===== src/rtl/uart_pkg.sv =====
/* Shared constants, widths and payload types for the two-channel UART hub.
   Modules import this package in their body and use scoped names in port lists */
package uart_pkg;

  // Clock cycles per UART bit must be even and at least 4
  localparam int CYCLES_PER_SYMBOL = 8;
  localparam int NUM_CHANNELS      = 2;
  localparam int LOG_DEPTH         = 16;

  typedef logic [7:0] uart_byte_t;
  typedef logic [0:0] chan_id_t;
  typedef logic [3:0] log_ptr_t;
  typedef logic [4:0] log_count_t;
  typedef logic [3:0] bit_cnt_t;
  typedef logic [7:0] cyc_cnt_t;

  // One received byte as reported by a receiver
  typedef struct packed {
    uart_byte_t data;
    logic       frame_err;
  } rx_event_t;

  // Tagged entry as stored in the receive log
  typedef struct packed {
    chan_id_t   channel;
    uart_byte_t data;
    logic       frame_err;
  } log_entry_t;

  typedef enum logic {TX_IDLE, TX_SEND} tx_state_t;

  typedef enum logic [1:0] {RX_IDLE, RX_START, RX_DATA, RX_STOP} rx_state_t;

endpackage


===== src/rtl/uart_tx.sv =====
/* UART transmitter sending one 8N1 frame per accepted start strobe.
   Strobes that arrive while busy are ignored */
`timescale 1ns/1ps

module uart_tx (
  input  logic                 clk_i,
  input  logic                 rst_ni,
  input  logic                 tx_start_i,
  input  uart_pkg::uart_byte_t tx_data_i,
  output logic                 tx_o,
  output logic                 tx_busy_o
);
  import uart_pkg::*;

  tx_state_t  state_q;
  logic [9:0] frame_q;
  cyc_cnt_t   cyc_q;
  bit_cnt_t   bit_q;
  logic       bit_end;
  logic       start_ok;

  assign bit_end  = (cyc_q == cyc_cnt_t'(CYCLES_PER_SYMBOL - 1));
  assign start_ok = (state_q == TX_IDLE) && tx_start_i;

  always_ff @(posedge clk_i) begin
    if (!rst_ni) begin
      state_q <= TX_IDLE;
      cyc_q   <= '0;
      bit_q   <= '0;
    end else begin
      case (state_q)
        TX_IDLE: begin
          if (tx_start_i) begin
            state_q <= TX_SEND;
            cyc_q   <= '0;
            bit_q   <= '0;
          end
        end
        TX_SEND: begin
          if (bit_end) begin
            cyc_q <= '0;
            // Stop bit is frame position 9
            if (bit_q == bit_cnt_t'(9)) begin
              state_q <= TX_IDLE;
            end else begin
              bit_q <= bit_q + bit_cnt_t'(1);
            end
          end else begin
            cyc_q <= cyc_q + cyc_cnt_t'(1);
          end
        end
        default: state_q <= TX_IDLE;
      endcase
    end
  end

  // Frame shifts out from bit 0 with the start bit first and the data LSB first
  always_ff @(posedge clk_i) begin
    if (start_ok) begin
      frame_q <= {1'b1, tx_data_i, 1'b0};
    end else if ((state_q == TX_SEND) && bit_end) begin
      frame_q <= {1'b1, frame_q[9:1]};
    end
  end

  assign tx_o      = (state_q == TX_SEND) ? frame_q[0] : 1'b1;
  assign tx_busy_o = (state_q == TX_SEND);

endmodule


===== src/rtl/uart_rx.sv =====
/* UART receiver for 8N1 frames with mid-bit sampling.
   False starts are dropped and each byte is reported with a stop-bit error flag */
`timescale 1ns/1ps

module uart_rx (
  input  logic                rst_ni,
  input  logic                clk_i,
  input  logic                rx_i,
  output logic                rx_valid_o,
  output uart_pkg::rx_event_t rx_event_o
);
  import uart_pkg::*;

  logic [1:0] sync_q;
  logic       rx_s;
  rx_state_t  state_q;
  cyc_cnt_t   cyc_q;
  bit_cnt_t   bit_q;
  uart_byte_t shift_q;
  logic       err_q;
  logic       valid_q;
  logic       half_end;
  logic       bit_end;

  assign rx_s     = sync_q[1];
  assign half_end = (cyc_q == cyc_cnt_t'(CYCLES_PER_SYMBOL / 2 - 1));
  assign bit_end  = (cyc_q == cyc_cnt_t'(CYCLES_PER_SYMBOL - 1));

  // Two-flop synchronizer that idles high so reset does not look like a start bit
  always_ff @(posedge clk_i) begin
    if (!rst_ni) begin
      sync_q <= 2'b11;
    end else begin
      sync_q <= {sync_q[0], rx_i};
    end
  end

  always_ff @(posedge clk_i) begin
    if (!rst_ni) begin
      state_q <= RX_IDLE;
      cyc_q   <= '0;
      bit_q   <= '0;
      valid_q <= 1'b0;
    end else begin
      valid_q <= 1'b0;
      cyc_q   <= cyc_q + cyc_cnt_t'(1);
      case (state_q)
        RX_IDLE: begin
          if (!rx_s) begin
            state_q <= RX_START;
            cyc_q   <= '0;
          end
        end
        RX_START: begin
          // Line back high at mid start bit means a glitch
          if (half_end) begin
            state_q <= rx_s ? RX_IDLE : RX_DATA;
            cyc_q   <= '0;
            bit_q   <= '0;
          end
        end
        RX_DATA: begin
          if (bit_end) begin
            cyc_q <= '0;
            if (bit_q == bit_cnt_t'(7)) begin
              state_q <= RX_STOP;
            end else begin
              bit_q <= bit_q + bit_cnt_t'(1);
            end
          end
        end
        RX_STOP: begin
          if (bit_end) begin
            state_q <= RX_IDLE;
            valid_q <= 1'b1;
          end
        end
        default: state_q <= RX_IDLE;
      endcase
    end
  end

  // Data shifts in LSB first and the stop level is captured at its sample point
  always_ff @(posedge clk_i) begin
    if ((state_q == RX_DATA) && bit_end) begin
      shift_q <= {rx_s, shift_q[7:1]};
    end
    if ((state_q == RX_STOP) && bit_end) begin
      err_q <= !rx_s;
    end
  end

  assign rx_valid_o           = valid_q;
  assign rx_event_o.data      = shift_q;
  assign rx_event_o.frame_err = err_q;

endmodule


===== src/rtl/rx_log_arbiter.sv =====
/* Round-robin arbiter between the receivers for the single log write port.
   Each channel holds one pending event until it is granted */
`timescale 1ns/1ps

module rx_log_arbiter (
  input  logic                                clk_i,
  input  logic                                rst_ni,
  input  logic [uart_pkg::NUM_CHANNELS-1:0]   rx_valid_i,
  input  uart_pkg::rx_event_t                 rx_event_i [uart_pkg::NUM_CHANNELS],
  output logic                                log_we_o,
  output uart_pkg::log_entry_t                log_entry_o
);
  import uart_pkg::*;

  logic [NUM_CHANNELS-1:0] pending_q;
  rx_event_t               event_q [NUM_CHANNELS];
  chan_id_t                last_q;
  logic                    grant_valid;
  chan_id_t                grant_id;
  logic                    log_we_q;
  log_entry_t              entry_q;

  // Search starts just after the channel granted last
  always_comb begin
    chan_id_t cand;
    grant_valid = 1'b0;
    grant_id    = last_q;
    for (int i = 1; i <= NUM_CHANNELS; i++) begin
      cand = chan_id_t'((int'(last_q) + i) % NUM_CHANNELS);
      if (!grant_valid && pending_q[cand]) begin
        grant_valid = 1'b1;
        grant_id    = cand;
      end
    end
  end

  always_ff @(posedge clk_i) begin
    if (!rst_ni) begin
      pending_q <= '0;
      last_q    <= '0;
      log_we_q  <= 1'b0;
    end else begin
      log_we_q <= grant_valid;
      if (grant_valid) begin
        last_q <= grant_id;
      end
      for (int ch = 0; ch < NUM_CHANNELS; ch++) begin
        if (rx_valid_i[ch]) begin
          pending_q[ch] <= 1'b1;
        end else if (grant_valid && (grant_id == chan_id_t'(ch))) begin
          pending_q[ch] <= 1'b0;
        end
      end
    end
  end

  always_ff @(posedge clk_i) begin
    for (int ch = 0; ch < NUM_CHANNELS; ch++) begin
      if (rx_valid_i[ch]) begin
        event_q[ch] <= rx_event_i[ch];
      end
    end
    if (grant_valid) begin
      entry_q.channel   <= grant_id;
      entry_q.data      <= event_q[grant_id].data;
      entry_q.frame_err <= event_q[grant_id].frame_err;
    end
  end

  assign log_we_o    = log_we_q;
  assign log_entry_o = entry_q;

endmodule


===== src/rtl/rx_log_mem.sv =====
/* Receive log as a circular queue of tagged entries.
   The host reads the registered head and pops it; overflow stays set until reset */
`timescale 1ns/1ps

module rx_log_mem (
  input  logic                 clk_i,
  input  logic                 rst_ni,
  input  logic                 log_we_i,
  input  uart_pkg::log_entry_t log_entry_i,
  input  logic                 log_pop_i,
  output logic                 log_valid_o,
  output uart_pkg::log_entry_t log_entry_o,
  output logic                 log_overflow_o
);
  import uart_pkg::*;

  log_entry_t mem_q [LOG_DEPTH];
  log_entry_t head_q;
  log_ptr_t   wr_ptr_q;
  log_ptr_t   rd_ptr_q;
  log_ptr_t   rd_ptr_d;
  log_count_t count_q;
  logic       overflow_q;
  logic       full;
  logic       push;
  logic       pop;

  assign full     = (count_q == log_count_t'(LOG_DEPTH));
  assign push     = log_we_i && !full;
  assign pop      = log_pop_i && (count_q != '0);
  assign rd_ptr_d = pop ? rd_ptr_q + log_ptr_t'(1) : rd_ptr_q;

  always_ff @(posedge clk_i) begin
    if (!rst_ni) begin
      wr_ptr_q   <= '0;
      rd_ptr_q   <= '0;
      count_q    <= '0;
      overflow_q <= 1'b0;
    end else begin
      rd_ptr_q <= rd_ptr_d;
      if (push) begin
        wr_ptr_q <= wr_ptr_q + log_ptr_t'(1);
      end
      case ({push, pop})
        2'b10:   count_q <= count_q + log_count_t'(1);
        2'b01:   count_q <= count_q - log_count_t'(1);
        default: count_q <= count_q;
      endcase
      if (log_we_i && full) begin
        overflow_q <= 1'b1;
      end
    end
  end

  // Head bypasses the array when the new entry lands at the next read slot
  always_ff @(posedge clk_i) begin
    if (push) begin
      mem_q[wr_ptr_q] <= log_entry_i;
    end
    head_q <= (push && (wr_ptr_q == rd_ptr_d)) ? log_entry_i : mem_q[rd_ptr_d];
  end

  assign log_valid_o    = (count_q != '0);
  assign log_entry_o    = head_q;
  assign log_overflow_o = overflow_q;

endmodule


===== src/rtl/uart_hub_top.sv =====
/* Top of the two-channel UART hub.
   Per-channel transmitter and receiver, with both receivers logging into one queue */
`timescale 1ns/1ps

module uart_hub_top (
  input  logic                              clk_i,
  input  logic                              rst_ni,
  input  logic [uart_pkg::NUM_CHANNELS-1:0] tx_start_i,
  input  uart_pkg::uart_byte_t              tx_data_i [uart_pkg::NUM_CHANNELS],
  output logic [uart_pkg::NUM_CHANNELS-1:0] tx_busy_o,
  output logic [uart_pkg::NUM_CHANNELS-1:0] tx_o,
  input  logic [uart_pkg::NUM_CHANNELS-1:0] rx_i,
  input  logic                              log_pop_i,
  output logic                              log_valid_o,
  output uart_pkg::log_entry_t              log_entry_o,
  output logic                              log_overflow_o
);
  import uart_pkg::*;

  logic [NUM_CHANNELS-1:0] rx_valid;
  rx_event_t               rx_event [NUM_CHANNELS];
  logic                    log_we;
  log_entry_t              log_wr_entry;

  for (genvar ch = 0; ch < NUM_CHANNELS; ch++) begin : g_chan
    uart_tx u_tx (
      .clk_i      (clk_i),
      .rst_ni     (rst_ni),
      .tx_start_i (tx_start_i[ch]),
      .tx_data_i  (tx_data_i[ch]),
      .tx_o       (tx_o[ch]),
      .tx_busy_o  (tx_busy_o[ch])
    );

    uart_rx u_rx (
      .clk_i      (clk_i),
      .rst_ni     (rst_ni),
      .rx_i       (rx_i[ch]),
      .rx_valid_o (rx_valid[ch]),
      .rx_event_o (rx_event[ch])
    );
  end

  // Receivers share the log write port
  rx_log_arbiter u_arb (
    .clk_i       (clk_i),
    .rst_ni      (rst_ni),
    .rx_valid_i  (rx_valid),
    .rx_event_i  (rx_event),
    .log_we_o    (log_we),
    .log_entry_o (log_wr_entry)
  );

  rx_log_mem u_log (
    .clk_i          (clk_i),
    .rst_ni         (rst_ni),
    .log_we_i       (log_we),
    .log_entry_i    (log_wr_entry),
    .log_pop_i      (log_pop_i),
    .log_valid_o    (log_valid_o),
    .log_entry_o    (log_entry_o),
    .log_overflow_o (log_overflow_o)
  );

endmodule


===== config.mk =====
export PLATFORM = sky130hd
export DESIGN_NAME = uart_hub_top
export DESIGN_NICKNAME = d
export VERILOG_FILES = /design/src/rtl/uart_pkg.sv /design/src/rtl/uart_tx.sv /design/src/rtl/uart_rx.sv /design/src/rtl/rx_log_arbiter.sv /design/src/rtl/rx_log_mem.sv /design/src/rtl/uart_hub_top.sv
export SDC_FILE = /design/constraint.sdc
export NUM_CORES = 1
export LEC_CHECK = 0
export BUFFER_PORTS_ARGS = -buffer_cell sky130_fd_sc_hd__buf_2
export CORE_ASPECT_RATIO = 1.75
export CORE_MARGIN = 10
export CORE_UTILIZATION = 58
export CTS_BUF_LIST = sky130_fd_sc_hd__clkbuf_8
export CTS_CLUSTER_SIZE = 20
export DETAILED_ROUTE_END_ITERATION = 6
export PLACE_DENSITY_LB_ADDON = 0.15
export SLEW_MARGIN = 30
export SYNTH_ARGS = -nofsm -noshare
export SYNTH_HDL_FRONTEND = slang
export SYNTH_SLANG_ARGS = --single-unit
export TNS_END_PERCENT = 1

===== constraint.sdc =====
create_clock -name clk_i -period 2.4 [get_ports clk_i]
set_input_delay 0.12 -clock clk_i [delete_from_list [all_inputs] [get_ports clk_i]]
set_output_delay 0.12 -clock clk_i [all_outputs]
set_load 0.03 [all_outputs]

==> results of run 1 <==
logic make-up (layout without fill, tap and decap cells):
group | Yosys count | in the layout | synth area share (%)
AND/OR/NAND/NOR | 215 | 215 | 9.56
flip-flops | 306 | 306 | 66.7
adder cells (fa/ha/maj) | 19 | 19 | 1.90
buffers and inverters | 66 | 192 | 2.74
multiplexers | 65 | 65 | 10.4
XOR/XNOR | 25 | 25 | 1.75
AO/OA/AOI/OAI | 126 | 126 | 7.00
worst max-delay path: cells and delay by family (launching register included):
kind     cells  cell delay (ns)
mux          2             1.02
flops        1             0.42
buf+inv      3             0.40
cell usage after synthesis (5+ instances only):
cell / number
sky130_fd_sc_hd__nand4_1: 5
sky130_fd_sc_hd__a31oi_1: 7
sky130_fd_sc_hd__nand2b_1: 12
sky130_fd_sc_hd__and3_1: 12
sky130_fd_sc_hd__o211ai_1: 5
sky130_fd_sc_hd__nand3b_1: 7
sky130_fd_sc_hd__and2_1: 8
sky130_fd_sc_hd__nand2_1: 31
sky130_fd_sc_hd__buf_6: 6
sky130_fd_sc_hd__a211oi_1: 9
sky130_fd_sc_hd__nor2_1: 45
sky130_fd_sc_hd__or2_2: 5
sky130_fd_sc_hd__inv_1: 24
sky130_fd_sc_hd__nor2b_1: 12
sky130_fd_sc_hd__buf_1: 7
sky130_fd_sc_hd__a22o_1: 15
sky130_fd_sc_hd__o21ai_0: 19
sky130_fd_sc_hd__mux4_2: 47
sky130_fd_sc_hd__mux2i_1: 5
sky130_fd_sc_hd__mux2_2: 9
sky130_fd_sc_hd__edfxtp_1: 222
sky130_fd_sc_hd__nand3_1: 29
sky130_fd_sc_hd__dfxtp_1: 84
sky130_fd_sc_hd__or3b_2: 5
sky130_fd_sc_hd__a21oi_1: 33
sky130_fd_sc_hd__xnor2_1: 9
sky130_fd_sc_hd__or3_1: 5
sky130_fd_sc_hd__xor2_1: 16
sky130_fd_sc_hd__nor3_1: 16
sky130_fd_sc_hd__ha_1: 19
sky130_fd_sc_hd__clkbuf_1: 18
area by class of cell:
cell class / count / area (um^2)
clock inverter: 30 / 264
clock buffer: 46 / 633
inverter: 24 / 90.1
sequential: 306 / 8350
timing repair buffer: 92 / 812
fill: 1467 / 6990
tap: 292 / 365
multi-input combinational: 450 / 3900
repair_timing:
item / 4_1_cts / 5_1_grt
gates cloned: 3 / 0
resized for setup: 28 / 6
pin swaps: 2 / 0
hold endpoints to repair: 26 / 0
hold buffers: 21 / 0
endpoints found under the setup margin: 13 / 13
buffers inserted: 3 / 0
flip-flops by register name (all words and copies together) (netlist names), 4 cells and up, named ones only:
signal and cells:
u_log.wr_ptr_q 4, g_chan.u_tx.cyc_q 16, g_chan.u_rx.sync_q 4, g_chan.u_rx.shift_q 16, u_arb.log_entry_o 10, g_chan.u_tx.bit_q 8, g_chan.u_rx.cyc_q 16, u_arb.event_q 18
u_log.rd_ptr_q 4, g_chan.u_tx.frame_q 18, g_chan.u_rx.bit_q 8, u_log.count_q 5, u_log.mem_q 160
routing by layer:
metal / part of all wire [%] / up-vias
met4: 2.8 / 0
li1: - / 3376
met1: 36 / 3640
met2: 58 / 133
met5: 0 / -
met3: 2.9 / 54
where the power goes:
group	internal, mW	leakage (nW)	switching [mW]
registers	5.67	2.69	0.0625
logic	0.499	1.75	0.503
clock network	2.32	0.513	1.85
per-stage QoR:
step	utilization (%)	area, um^2	power (mW)
floorplan	-	12600	6.50
global placement	61.2	13100	6.69
detailed placement	61.2	13100	6.73
CTS	67.3	14400	11.0
global route	67.4	14400	11.3
finish	67.4	14400	10.9
path summary, 6_finish.rpt:
kind	slack (ns)	from	endpoint
worst max-delay path	-0.12	register	log_entry_o[8]
worst min-delay path	0.05	rst_ni	g_chan[1].u_rx.sync_q[1]
worst max register to register	-0.05	u_log.count_q[0]	u_log.count_q[2]
worst min register to register	0.41	g_chan[1].u_rx.sync_q[0]	g_chan[1].u_rx.sync_q[1]
==> impl_metrics.ini, run 1 <==
[timing]
hold_viol_final = 0
clock-skew-final_ns = 0.0202
final.period_utilization_pct = 105
worst-slew-pin-transition_ns = 0.895
rsz0062_at_grt = true
finalSetupViolations = 12
final.setup.worst_slack_ns = -0.118
timing.setup.tns_ns = -1.03
max-slew-margin-rel_pct = 40.1
min_period_ns = 2.52
upper_clock_frequency_limit_mhz = 397
holdWs_ns = 0.0535
drv_slew = 0

[floorplanning]
die_x_um = 131
dieArea_um2 = 28100
ports = 39
design.core.area_um2 = 21400
initial_utilization_pct = 58.5
die-height_um = 214
std_cell_rows = 71

[pwr]
pwr_density_cell_nw_per_um2 = 756
vdd_drop_max_mv = 0.512
cellLeakagePower_nw = 4.95

[place]
instance_count_after_placement_with_tap_cells_included = 1138
preCtsSetupSlack_ns = -0.0591
globalplace.congestion = 0.805
place_hpwl_um = 16500
placement.io_buffers = 38

[global_route]
overflow = 0
grtUsageMet2_pct = 34.6
gr-usage-all-layers_pct = 18.0
wire_length_of_the_first_global_routing_pass_um = 40100
number_of_antenna_violations_at_the_first_check_in_global_routing = 0
grt_max_degree = 41
grt_busiest_layer = met2
first_global_vias = 7732
groute.layer.met1.usage_pct = 18.4
globalRouteMet3Util_pct = 2.90

[cts]
clock-root-buffer = sky130_fd_sc_hd__clkbuf_8
tritoncts_clock_tree = done
clk_transition_reported_paths_ns = 0.07
cts.htree.levels = 2
tritoncts.num_buffers = 41
ctsLongestPathBuffers = 3
clock_insertion_delay_worst_skew_ns = 0.55
cts_sinks = 306

[hold_path]
min_delay_path_depth = 3
hp-class = primary input to register

[worst_setup_path]
critical_path.endpoint_type = output pin
timing.critical_path.arrival_ns = 2.40
worst-r2r-cell-count = 10
worst-endpoint-required_ns = 2.28
crit_path_frequent_cell = sky130_fd_sc_hd__mux4_2
cpMaxStageDelayCell = sky130_fd_sc_hd__mux4_2
critical_path_maximum_fanout = 7
longest_individual_stage_delay_on_the_worst_path_ns = 0.51
path_class = register to output pin
cp-start-kind = register
cp_cell_sequence = buf_12 > buf_16 > mux4_2 > mux4_2 > buf_6

[drt]
routed_wire_length_per_instance_um = 19.7
final_antenna_violating_net_count = 0
iteration_0_drc_markers = 559
detail_route.first_pass.iterations = 4
drc = 0
via_per_inst = 5.81
num_vias = 7203
routed_wirelength_um = 24400

[final_layout]
drive_gt1_share_pct = 24.8
num_antenna_cells = 0
nNetsFinal = 957
fin_cells = 1240
most_used_cells_in_the_layout_excluding_fill_and_tap_cells = sky130_fd_sc_hd__edfxtp_1 (222), sky130_fd_sc_hd__dfxtp_1 (81), sky130_fd_sc_hd__mux4_2 (50)
most_common_cell_after_layout_fill_and_taps_aside = sky130_fd_sc_hd__edfxtp_1
area_growth_from_synthesis_to_layout_pct = 15.2

[synthesis]
netlist_top_cells_area = sky130_fd_sc_hd__edfxtp_1 (53%), sky130_fd_sc_hd__dfxtp_1 (13%), sky130_fd_sc_hd__mux4_2 (8.5%)
synthesis.yosys.warnings = 0
synth.avg_cell_area_um2 = 15.2
cell_accounting_for_the_most_synthesized_area = sky130_fd_sc_hd__edfxtp_1
postSynthCellCount = 822
synth-edff-count = 222
synth_top_flop_cell = sky130_fd_sc_hd__edfxtp_1
syn_nets = 864
ys_async_sr_fraction_pct = 0
ys_seq_area_share_pct = 66.7
synthesis.area_um2 = 12500
flip_flop_and_latch_count_after_synthesis = 306
yosys.cell_types.count = 69
netlist.area_leader.share_pct = 53.2

[status]
run_status = finished, violations left
violated_checks = setup timing

[flow_run]
maxCapViolations = 0
Power figures use the tool's default switching activity.
==> run 2: changes to the inputs <==
CORE_ASPECT_RATIO = 0.75   (was 1.75)
==> run 2 against run 1 <==
Compared with the run above: the run still ends with setup timing left; utilization increased by 0.36 points; sequential cell count unchanged; hold slack got worse by 0.0050 ns; fmax is 1.5% higher; register-to-register slack gained 0.05 ns; via count rose by 1.2%; final area is 0.55% lower; wire length decreased by 0.27%; die area fell by 0.60%; critical path depth decreased by 1; critical path type unchanged; largest cell class unchanged; largest power group unchanged.
==> impl_metrics.ini, run 2 (synthesized netlist as in run 1, its figures left out) <==
[status]
run_status = finished, violations left
violated_checks = setup timing

[final_layout]
nFillCells = 1427
final-seq-area_um2 = 8350
most_common_cell_after_layout_fill_and_taps_aside = sky130_fd_sc_hd__edfxtp_1
layout.core_utilization_pct = 67.7
drive_gt1_share_pct = 24.1
nNetsFinal = 959
area_of_all_placed_cells_without_fillers_um2 = 14300
multi_input_combinational_cell_area_um2 = 3900
regMostFlops = u_log.mem_q
num_antenna_cells = 0
largest_registers = u_log.mem_q: 160 flops, g_chan.u_tx.frame_q: 18 flops, u_arb.event_q: 18 flops
largest_register_ffs = 160
most_used_cells_in_the_layout_excluding_fill_and_tap_cells = sky130_fd_sc_hd__edfxtp_1 (222), sky130_fd_sc_hd__dfxtp_1 (81), sky130_fd_sc_hd__clkbuf_8 (54)
area_growth_from_synthesis_to_layout_pct = 14.5

[worst_setup_path]
critical_path.endpoint_type = output pin
longest_individual_stage_delay_on_the_worst_path_ns = 0.55
crit_path_frequent_cell = sky130_fd_sc_hd__mux4_2
path_class = register to output pin
r2r-end = u_log.count_q[3]
critical_path_maximum_fanout = 10
cpMaxStageDelayCell = sky130_fd_sc_hd__mux4_2
worstPathBufferInverterCount = 2
worst-r2r-cell-count = 8
reg2reg_from = u_log.count_q[3]
timing.critical_path.arrival_ns = 2.36
critical-path-top-delay-family = multiplexers
worst-endpoint-required_ns = 2.28
r2r_setup_slack_ns = 0
cp_cell_sequence = buf_12 > mux4_2 > mux4_2 > buf_6
cp-start-kind = register

[floorplanning]
initial_utilization_pct = 59.1
ports = 39
die-height_um = 147
die_x_um = 190
design.core.area_um2 = 21200
std_cell_rows = 46
dieArea_um2 = 27900

[drt]
detail_route.first_pass.iterations = 6
num_vias = 7293
via_per_inst = 5.87
drc = 0
routed_wirelength_um = 24300
routed_wire_length_per_instance_um = 19.6
iteration_0_drc_markers = 622
final_antenna_violating_net_count = 0

[global_route]
gr-usage-all-layers_pct = 17.3
overflow = 0
grt_max_degree = 41
first_global_vias = 7269
number_of_antenna_violations_at_the_first_check_in_global_routing = 0
wire_length_of_the_first_global_routing_pass_um = 39000

[pwr]
swShare_pct = 23.1
internal-power_mw = 8.19
vdd_drop_max_mv = 0.548
total_switching_power_mw = 2.46
power_frac_seq_pct = 53.8
power.share.combinational_pct = 9.1
cellLeakagePower_nw = 4.91
pwr-share-clk_pct = 37.1
pwr_density_cell_nw_per_um2 = 743

[flow_run]
maxCapViolations = 0

[hold_path]
min-delay-start = tx_start_i[1]
timing.hold.worst_endpoint = g_chan[1].u_tx.cyc_q[6]
min_delay_path_depth = 4
hp-class = primary input to register

[timing]
clock-skew-final_ns = 0.0233
min_period_ns = 2.48
max-slew-margin-rel_pct = 38.5
final.setup.worst_slack_ns = -0.0803
hold_viol_final = 0
worst-slew-pin-transition_ns = 0.919
rsz0062_at_grt = true
finalSetupViolations = 10
upper_clock_frequency_limit_mhz = 403
drv_slew = 0
final.period_utilization_pct = 103

[cts]
clock_insertion_delay_worst_skew_ns = 0.54
cts_sinks = 306
cts.htree.levels = 2
clock-root-buffer = sky130_fd_sc_hd__clkbuf_8
tritoncts.num_buffers = 45
clk_transition_reported_paths_ns = 0.07
ctsLongestPathBuffers = 3
tritoncts_clock_tree = done

[place]
place_hpwl_um = 15500
dpl_cell_area_um2 = 13100
globalplace.congestion = 0.837
placement.io_buffers = 38
## run 2: changes by cell type in the layout (fill, tap and decap cells not counted), sizes merged
cell	previous run	this run
buf	71	68
bufinv	5	0
clkbuf	46	54
clkinv	7	12
dlygate4sd3	21	22
## run 2: metal layers
layer / wire length [um] / part of all wire (%) / track usage (%)
met4: 310 / 1.3 / 4.32
met1: 11100 / 45 / 24.1
met3: 1350 / 5.6 / 3.29
met2: 11600 / 48 / 27.5
met5: 0 / 0 / 0
## run 2: stage by stage
step | setup TNS [ns] | instances | hold slack [ns] | worst slack [ns] | total power [mW]
after floorplan | -0.217 | 822 | 0.221 | -0.111 | 6.50
after global placement | 0 | 1134 | 0.304 | 0.0366 | 6.70
after detailed placement | -0.0555 | 1134 | 0.313 | -0.0555 | 6.73
after CTS | -1.63 | 1244 | 0.000983 | -0.174 | 10.8
after global routing | -1.50 | 1242 | 0.0508 | -0.154 | 11.1
final | -0.577 | 1242 | 0.0485 | -0.0803 | 10.7
## run 2: area by class of cell
class	count	area share, %
Multi-Input combinational cell	450	27.2
Timing Repair Buffer	90	5.30
Inverter	24	0.628
Tap cell	288	2.51
Sequential cell	306	58.2
Clock buffer	54	5.18
Clock inverter	30	0.907
## run 2: worst max-delay path by stage
stage,from,cells past startpoint,end
3_5_place_dp,u_log.count_q[3],8,u_log.count_q[3]
6_report,register,4,log_entry_o[9]
2_1_floorplan,u_log.count_q[2],12,u_log.count_q[2]
4_1_cts,register,5,log_entry_o[5]
5_1_grt,register,4,log_entry_o[8]
3_3_place_gp,u_log.count_q[3],8,u_log.count_q[3]
## run 2: power groups by stage
stage               Clock [mW]  Sequential, mW  Combinational [mW]
floorplan                    0            5.81               0.697
global placement             0            5.83               0.872
detailed placement           0            5.84               0.891
CTS                       4.05            5.73               0.989
global route              4.31            5.74                1.04
finish                    3.95            5.73               0.969
## run 2: worst register-to-register path: cells and delay by family, from the launching register on
| family | cells | cell delay (ns) |
|---|---|---|
| buffers and inverters | 2 | 0.16 |
| adder cells (fa/ha/maj) | 2 | 0.53 |
| flip-flops | 1 | 0.35 |
| AND/OR/NAND/NOR | 2 | 0.89 |
| AO/OA/AOI/OAI | 2 | 0.38 |
## run 2: repair_timing
| action | CTS | global route |
|---|---|---|
| pin swaps | 1 | 3 |
| gates cloned | 2 | 0 |
| setup buffers | 2 | 0 |
| setup endpoints to repair | 13 | 17 |
| hold endpoints to repair | 29 | 0 |
| resized for setup | 24 | 5 |
| hold buffers | 22 | 0 |
